<file path="config.mk">
export PLATFORM = sky130hd
export DESIGN_NAME = remap_top
export DESIGN_NICKNAME = d
export VERILOG_FILES = /design/src/remap_pkg.sv /design/src/remap_ctrl.sv /design/src/lane_map.sv /design/src/window_extract.sv /design/src/remap_top.sv
export SDC_FILE = /design/constraint.sdc
export NUM_CORES = 1
export LEC_CHECK = 0
export BUFFER_PORTS_ARGS = -buffer_cell sky130_fd_sc_hd__buf_2
export CORE_ASPECT_RATIO = 1.1
export CORE_MARGIN = 5
export CORE_UTILIZATION = 40
export DETAILED_ROUTE_END_ITERATION = 10
export PLACE_DENSITY = 0.58
export SYNTH_ARGS = -nofsm -noshare
export SYNTH_HDL_FRONTEND = slang
export SYNTH_HIERARCHICAL = 1
export SYNTH_SLANG_ARGS = --single-unit
export TNS_END_PERCENT = 1
</file>
<file path="constraint.sdc">
create_clock -name clk -period 4.5 [get_ports clk]
set_input_delay 0 -clock clk [delete_from_list [all_inputs] [get_ports clk]]
set_output_delay 0 -clock clk [all_outputs]
set_load 0.1 [all_outputs]
</file>
<file path="src/remap_pkg.sv">
`default_nettype none

package remap_pkg;

    //////////////////////////////////////////////////
    // Sizes
    //////////////////////////////////////////////////

    localparam int num_lanes = 8;
    localparam int pixel_w   = 8;
    localparam int resid_w   = 6;
    localparam int win_w     = 7;

    // Largest stride the unit supports
    localparam int stride_max = 3;

    typedef logic [2:0] patch_t;
    typedef logic [2:0] stride_t;

    typedef struct packed {
        patch_t  patch;
        stride_t stride;
    } remap_cfg_t;

    // Residues sit above the pixels, as on the data register
    typedef struct packed {
        logic [resid_w-1:0] residues;
        logic [pixel_w-1:0] pixels;
    } pixel_word_t;

    typedef struct packed {
        logic [num_lanes-1:0][win_w-1:0] lane;
    } lane_windows_t;

    typedef logic [num_lanes-1:0]      lane_mask_t;
    typedef logic [num_lanes-1:0][2:0] lane_offsets_t;

    typedef enum logic [1:0] {
        reg_cfg    = 2'd0,
        reg_data   = 2'd1,
        reg_status = 2'd2
    } remap_reg_e;

    typedef enum logic [1:0] {
        st_idle,
        st_ack,
        st_start
    } ctrl_state_e;

    //////////////////////////////////////////////////
    // Lane offset tables, element 0 is lane 1
    //////////////////////////////////////////////////

    localparam lane_offsets_t offsets_s1 = {3'd7, 3'd6, 3'd5, 3'd4, 3'd3, 3'd2, 3'd1, 3'd0};
    // Lanes 1, 2, 7 and 8 idle at stride 2
    localparam lane_offsets_t offsets_s2 = {3'd0, 3'd0, 3'd2, 3'd1, 3'd0, 3'd3, 3'd0, 3'd0};
    localparam lane_offsets_t offsets_s3 = {3'd5, 3'd4, 3'd3, 3'd2, 3'd1, 3'd0, 3'd7, 3'd6};

    localparam lane_mask_t mask_s1 = 8'b1111_1111;
    localparam lane_mask_t mask_s2 = 8'b0011_1100;
    localparam lane_mask_t mask_s3 = 8'b1111_1111;

endpackage

`default_nettype wire

</file>
<file path="src/remap_ctrl.sv">
`timescale 1ns/1ps
`default_nettype none

module remap_ctrl
    import remap_pkg::*;
(
    input  logic        clk,
    input  logic        rst,
    input  logic        cyc,
    input  logic        stb,
    input  logic        we,
    input  logic [1:0]  adr,
    input  logic [15:0] dat_w,
    output logic [15:0] dat_r,
    output logic        ack,
    output remap_cfg_t  cfg,
    output pixel_word_t word,
    output logic        start
);

    ctrl_state_e state;
    remap_reg_e  reg_sel;
    remap_cfg_t  cfg_req;
    logic        req;
    logic        err;
    logic        data_wr;
    logic [15:0] rd_data;

    assign reg_sel = remap_reg_e'(adr);
    assign cfg_req = remap_cfg_t'(dat_w[5:0]);

    // New request only taken while idle
    assign req = (state == st_idle) && cyc && stb;

    function automatic logic cfg_legal(input remap_cfg_t c);
        logic patch_ok;
        logic stride_ok;
        patch_ok  = (c.patch == 3'd3) || (c.patch == 3'd5) || (c.patch == 3'd7);
        stride_ok = (c.stride != 3'd0) && (int'(c.stride) <= stride_max)
                    && (c.stride <= c.patch);
        return patch_ok && stride_ok;
    endfunction

    // Read mux, status carries error above the configuration
    always_comb
    begin
        case (reg_sel)
            reg_cfg:    rd_data = {10'b0, cfg};
            reg_data:   rd_data = {2'b0, word};
            reg_status: rd_data = {9'b0, err, cfg};
            default:    rd_data = '0;
        endcase
    end

    //////////////////////////////////////////////////
    // Bus FSM
    //////////////////////////////////////////////////

    always_ff @(posedge clk or posedge rst)
    begin
        if (rst)
        begin
            state   <= st_idle;
            ack     <= 1'b0;
            start   <= 1'b0;
            data_wr <= 1'b0;
            err     <= 1'b0;
            cfg     <= '0;
            dat_r   <= '0;
        end
        else
        begin
            case (state)
                st_idle:
                begin
                    start <= 1'b0;
                    if (req)
                    begin
                        ack     <= 1'b1;
                        state   <= st_ack;
                        data_wr <= we && (reg_sel == reg_data);
                        if (!we)
                            dat_r <= rd_data;
                        if (we && (reg_sel == reg_cfg))
                        begin
                            // Bad configuration keeps the old one
                            if (cfg_legal(cfg_req))
                            begin
                                cfg <= cfg_req;
                                err <= 1'b0;
                            end
                            else
                                err <= 1'b1;
                        end
                    end
                end
                st_ack:
                begin
                    ack <= 1'b0;
                    if (data_wr)
                    begin
                        start <= 1'b1;
                        state <= st_start;
                    end
                    else
                        state <= st_idle;
                end
                st_start:
                begin
                    start <= 1'b0;
                    state <= st_idle;
                end
                default: state <= st_idle;
            endcase
        end
    end

    // Pixel word register
    always_ff @(posedge clk)
    begin
        if (req && we && (reg_sel == reg_data))
            word <= pixel_word_t'(dat_w[13:0]);
    end

endmodule

`default_nettype wire

</file>
<file path="src/lane_map.sv">
`timescale 1ns/1ps
`default_nettype none

module lane_map
    import remap_pkg::*;
(
    input  logic          clk,
    input  logic          rst,
    input  stride_t       stride,
    output lane_offsets_t offsets,
    output lane_mask_t    lane_en
);

    lane_offsets_t offsets_sel;
    lane_mask_t    mask_sel;

    // Table row for the current stride, unsupported strides disable every lane
    always_comb
    begin
        case (stride)
            3'd1:
            begin
                offsets_sel = offsets_s1;
                mask_sel    = mask_s1;
            end
            3'd2:
            begin
                offsets_sel = offsets_s2;
                mask_sel    = mask_s2;
            end
            3'd3:
            begin
                offsets_sel = offsets_s3;
                mask_sel    = mask_s3;
            end
            default:
            begin
                offsets_sel = '0;
                mask_sel    = '0;
            end
        endcase
    end

    // Follows a configuration change within one cycle
    always_ff @(posedge clk or posedge rst)
    begin
        if (rst)
        begin
            offsets <= '0;
            lane_en <= '0;
        end
        else
        begin
            offsets <= offsets_sel;
            lane_en <= mask_sel;
        end
    end

endmodule

`default_nettype wire

</file>
<file path="src/window_extract.sv">
`timescale 1ns/1ps
`default_nettype none

module window_extract
    import remap_pkg::*;
(
    input  logic             clk,
    input  logic             rst,
    input  logic             start,
    input  pixel_word_t      word,
    input  patch_t           patch,
    input  stride_t          stride,
    input  logic [2:0]       offset,
    input  logic             en,
    output logic [win_w-1:0] window,
    output logic             valid
);

    logic [win_w-1:0] window_next;

    //////////////////////////////////////////////////
    // Window cut
    //////////////////////////////////////////////////

    // Start position runs 1..8, a window crossing position 8 takes
    // its leading bits from the residues of the previous segment
    function automatic logic [win_w-1:0] cut_window(
        input pixel_word_t w,
        input patch_t      p,
        input stride_t     s,
        input logic [2:0]  k
    );
        int               t;
        int               pos;
        logic             wrap;
        logic [win_w-1:0] win;
        t    = ((int'(k) * int'(s)) % pixel_w) + 1;
        wrap = (t + int'(p) - 1) > pixel_w;
        win  = '0;
        for (int i = 0; i < win_w; i++)
        begin
            pos = t + i;
            if (i < int'(p))
            begin
                if (wrap && (pos <= pixel_w))
                    win[i] = w.residues[pixel_w - pos];
                else
                    win[i] = w.pixels[(pos - 1) % pixel_w];
            end
        end
        return win;
    endfunction

    assign window_next = en ? cut_window(word, patch, stride, offset) : '0;

    // Window held until the next start
    always_ff @(posedge clk or posedge rst)
    begin
        if (rst)
        begin
            window <= '0;
            valid  <= 1'b0;
        end
        else
        begin
            valid <= start;
            if (start)
                window <= window_next;
        end
    end

endmodule

`default_nettype wire

</file>
<file path="src/remap_top.sv">
`timescale 1ns/1ps
`default_nettype none

module remap_top
    import remap_pkg::*;
(
    input  logic          clk,
    input  logic          rst,
    input  logic          cyc,
    input  logic          stb,
    input  logic          we,
    input  logic [1:0]    adr,
    input  logic [15:0]   dat_w,
    output logic [15:0]   dat_r,
    output logic          ack,
    output lane_windows_t windows,
    output lane_mask_t    lane_en,
    output logic          windows_valid
);

    remap_cfg_t           cfg;
    pixel_word_t          word;
    logic                 start;
    lane_offsets_t        offsets;
    logic [num_lanes-1:0] valid_lane;

    remap_ctrl u_ctrl (
        .clk   (clk),
        .rst   (rst),
        .cyc   (cyc),
        .stb   (stb),
        .we    (we),
        .adr   (adr),
        .dat_w (dat_w),
        .dat_r (dat_r),
        .ack   (ack),
        .cfg   (cfg),
        .word  (word),
        .start (start)
    );

    lane_map u_lane_map (
        .clk     (clk),
        .rst     (rst),
        .stride  (cfg.stride),
        .offsets (offsets),
        .lane_en (lane_en)
    );

    // One extractor per clause processor
    for (genvar i = 0; i < num_lanes; i++)
    begin : g_lane
        window_extract u_win (
            .clk    (clk),
            .rst    (rst),
            .start  (start),
            .word   (word),
            .patch  (cfg.patch),
            .stride (cfg.stride),
            .offset (offsets[i]),
            .en     (lane_en[i]),
            .window (windows.lane[i]),
            .valid  (valid_lane[i])
        );
    end

    // All lanes share timing, lane 0 stands for the set
    assign windows_valid = valid_lane[0];

endmodule

`default_nettype wire

</file>
==> results.json <==
{
  "outcome": "complete, no violations",
  "worstSetupEndpointType": "flop",
  "portBuffers": 100,
  "dp_hpwl_um": 35000,
  "antenna_cells": 0,
  "cts-buffers-inserted": 9,
  "ant_nets": 0,
  "critical_path_class": "flop to flop",
  "firstDrtPassIters": 5,
  "clk_latency_ns": 0.39,
  "min_period_ns": 4.33,
  "grt_pass1_vias": 13797,
  "viasPerCell": 5.91,
  "skew_ns": 0.0119,
  "relSlewSlack_pct": 15.7,
  "hold_viol": 0,
  "grt_pass1_wl_um": 77000,
  "num_io_pins": 105,
  "clock_path_buffers": 2,
  "cp.required_ns": 4.78,
  "grt_usage_pct": 22.1,
  "cap_violations": 0,
  "setup_violations": 0,
  "worstMarginPinSlew_ns": 1.26,
  "power_density_mw_per_mm2": 212,
  "num_rows": 76,
  "max_freq_mhz": 231,
  "postSynthAreaPerCell_sq_um": 9.40,
  "cts_tree": "done",
  "start_util_pct": 40.4,
  "grt_max_degree": 31,
  "coreArea_sq_mm": 0.0391,
  "maxSlewViolCount": 0,
  "vias": 13764,
  "grt_overflow": 0,
  "clk_pin_slew_ns": 0.09,
  "hold_path.class": "primary input to flop",
  "finalNonFillerCells": 2328,
  "rsz0062_at_grt": "yes",
  "die-area_sq_mm": 0.0435,
  "finalCritPeriodShare_pct": 96.3,
  "placedCellCount": 2290,
  "drive_gt1_share_pct": 24.7,
  "layout.nets": 2002,
  "route.detailed.drc": 0,
  "cp_data_arrival_time_ns": 4.62,
  "crit_fanout": 13,
  "drt_iter0_markers": 1002,
  "peakVddDrop_uv": 376,
  "globalplace.congestion": 0.912,
  "yosysWarnings": 6,
  "utilization_pct": 45.7,
  "fillers": 3692,
  "antenna_found_initial": 0,
  "cts.sinks": 104,
  "die_h_um": 218,
  "synth_area_sq_mm": 0.0158,
  "syn_inst": 1680,
  "cts-root-buf": "clkbuf_16",
  "wl_per_cell_um": 20.8,
  "wirelength_um": 48400,
  "area_growth_pct": 13.1,
  "leakage_nw": 8.21,
  "die_w_um": 199,
  "start_kind": "flop",
  "htreeDepth": 3,
  "power_w": 0.00378
}
[cell usage in the layout, fill, tap and decap left out, drive strengths merged, types with 32 or more instances in the layout]
cell and count:
xnor2 47, mux2 44, buf 179, dfrtp 90, nor2 94, nand2 127, ha 155, nand3 48
mux4 56, a21oi 127, inv 148, mux2i 176, xor2 32, o21ai 64
[registers in the layout, summed over array words and instances, names as in the netlist]
signal,count
u_ctrl/word,14
u_lane_map/offsets,5
g_lane.u_win/window,56
u_ctrl/ack,1
u_lane_map/lane_en,2
u_ctrl/data_wr,1
u_ctrl/start,1
u_ctrl/cfg,6
g_lane.u_win/valid,1
u_ctrl/state,2
u_ctrl/dat_r,14
u_ctrl/err,1
[worst max-delay path, cell delays in order, from the launching register on]
cell,delay (ns)
dfrtp_4,0.59
and2_2,0.23
ha_1,0.22
xor2_2,0.15
xnor3_2,0.45
ha_1,0.29
inv_1,0.06
fa_1,0.45
or3b_2,0.46
a21oi_1,0.18
o211ai_1,0.13
a32oi_2,0.21
o21bai_1,0.18
mux2_2,0.37
o32ai_1,0.25
[where the power goes]
part	leakage [nW]	total, W	switching [W]	internal, W
registers	1.33	0.00111	0.0000800	0.00103
logic	6.73	0.00182	0.00120	0.000614
clock network	0.154	0.000857	0.000454	0.000403
[worst paths after layout]
check                                            endpoint  cells past startpoint       startpoint  slack (ns)
worst max-delay path            g_lane[4].u_win/window[0]                     14    u_ctrl/cfg[1]        0.17
min in group asynchronous       g_lane[1].u_win/window[3]                      3              rst        0.38
worst min register to register            u_ctrl/dat_r[8]                      2  u_ctrl/dat_r[8]        0.47
worst max register to register  g_lane[4].u_win/window[0]                     14    u_ctrl/cfg[1]        0.17
max in group asynchronous                   u_ctrl/cfg[1]                      3              rst        3.05
worst min-delay path                           u_ctrl/err                      5           adr[0]        0.07
[area by class of cell]
type,count,area [sq um],area share [%]
Multi-Input combinational cell,1356,12300,69.1
Sequential cell,104,2690,15.1
Timing Repair Buffer,200,1330,7.46
Tap cell,507,634,3.55
Inverter,145,544,3.05
Clock buffer,9,225,1.26
Clock inverter,7,93.8,0.526
[layer usage]
| layer | vias to the layer above | share of wire, % | global-route usage (%) |
|---|---|---|---|
| li1 | 6446 | - | - |
| met1 | 6807 | 44 | 29.9 |
| met2 | 457 | 48 | 36.8 |
| met3 | 54 | 5.9 | 3.62 |
| met4 | 0 | 1.8 | 5.82 |
| met5 | - | 0 | 0 |
[metrics by stage]
step                      hold WS [ns]  setup TNS (ns)  setup WS [ns]  instance area (sq um)
final                           0.0735               0          0.168                  17900
after global routing             0.105         -0.0487        -0.0245                  17900
after CTS                       0.0593               0         0.0866                  17800
after detailed placement         0.178               0          0.104                  17300
after global placement           0.177               0          0.204                  17300
after floorplan                 -0.197         -0.0723        -0.0193                  16000
[repair_timing]
action	in CTS	in global routing
buffers inserted	0	1
hold endpoints to repair	85	0
setup endpoints to repair	0	15
resized for setup	0	7
hold buffers	21	0
(Power assumes the default switching activity.)
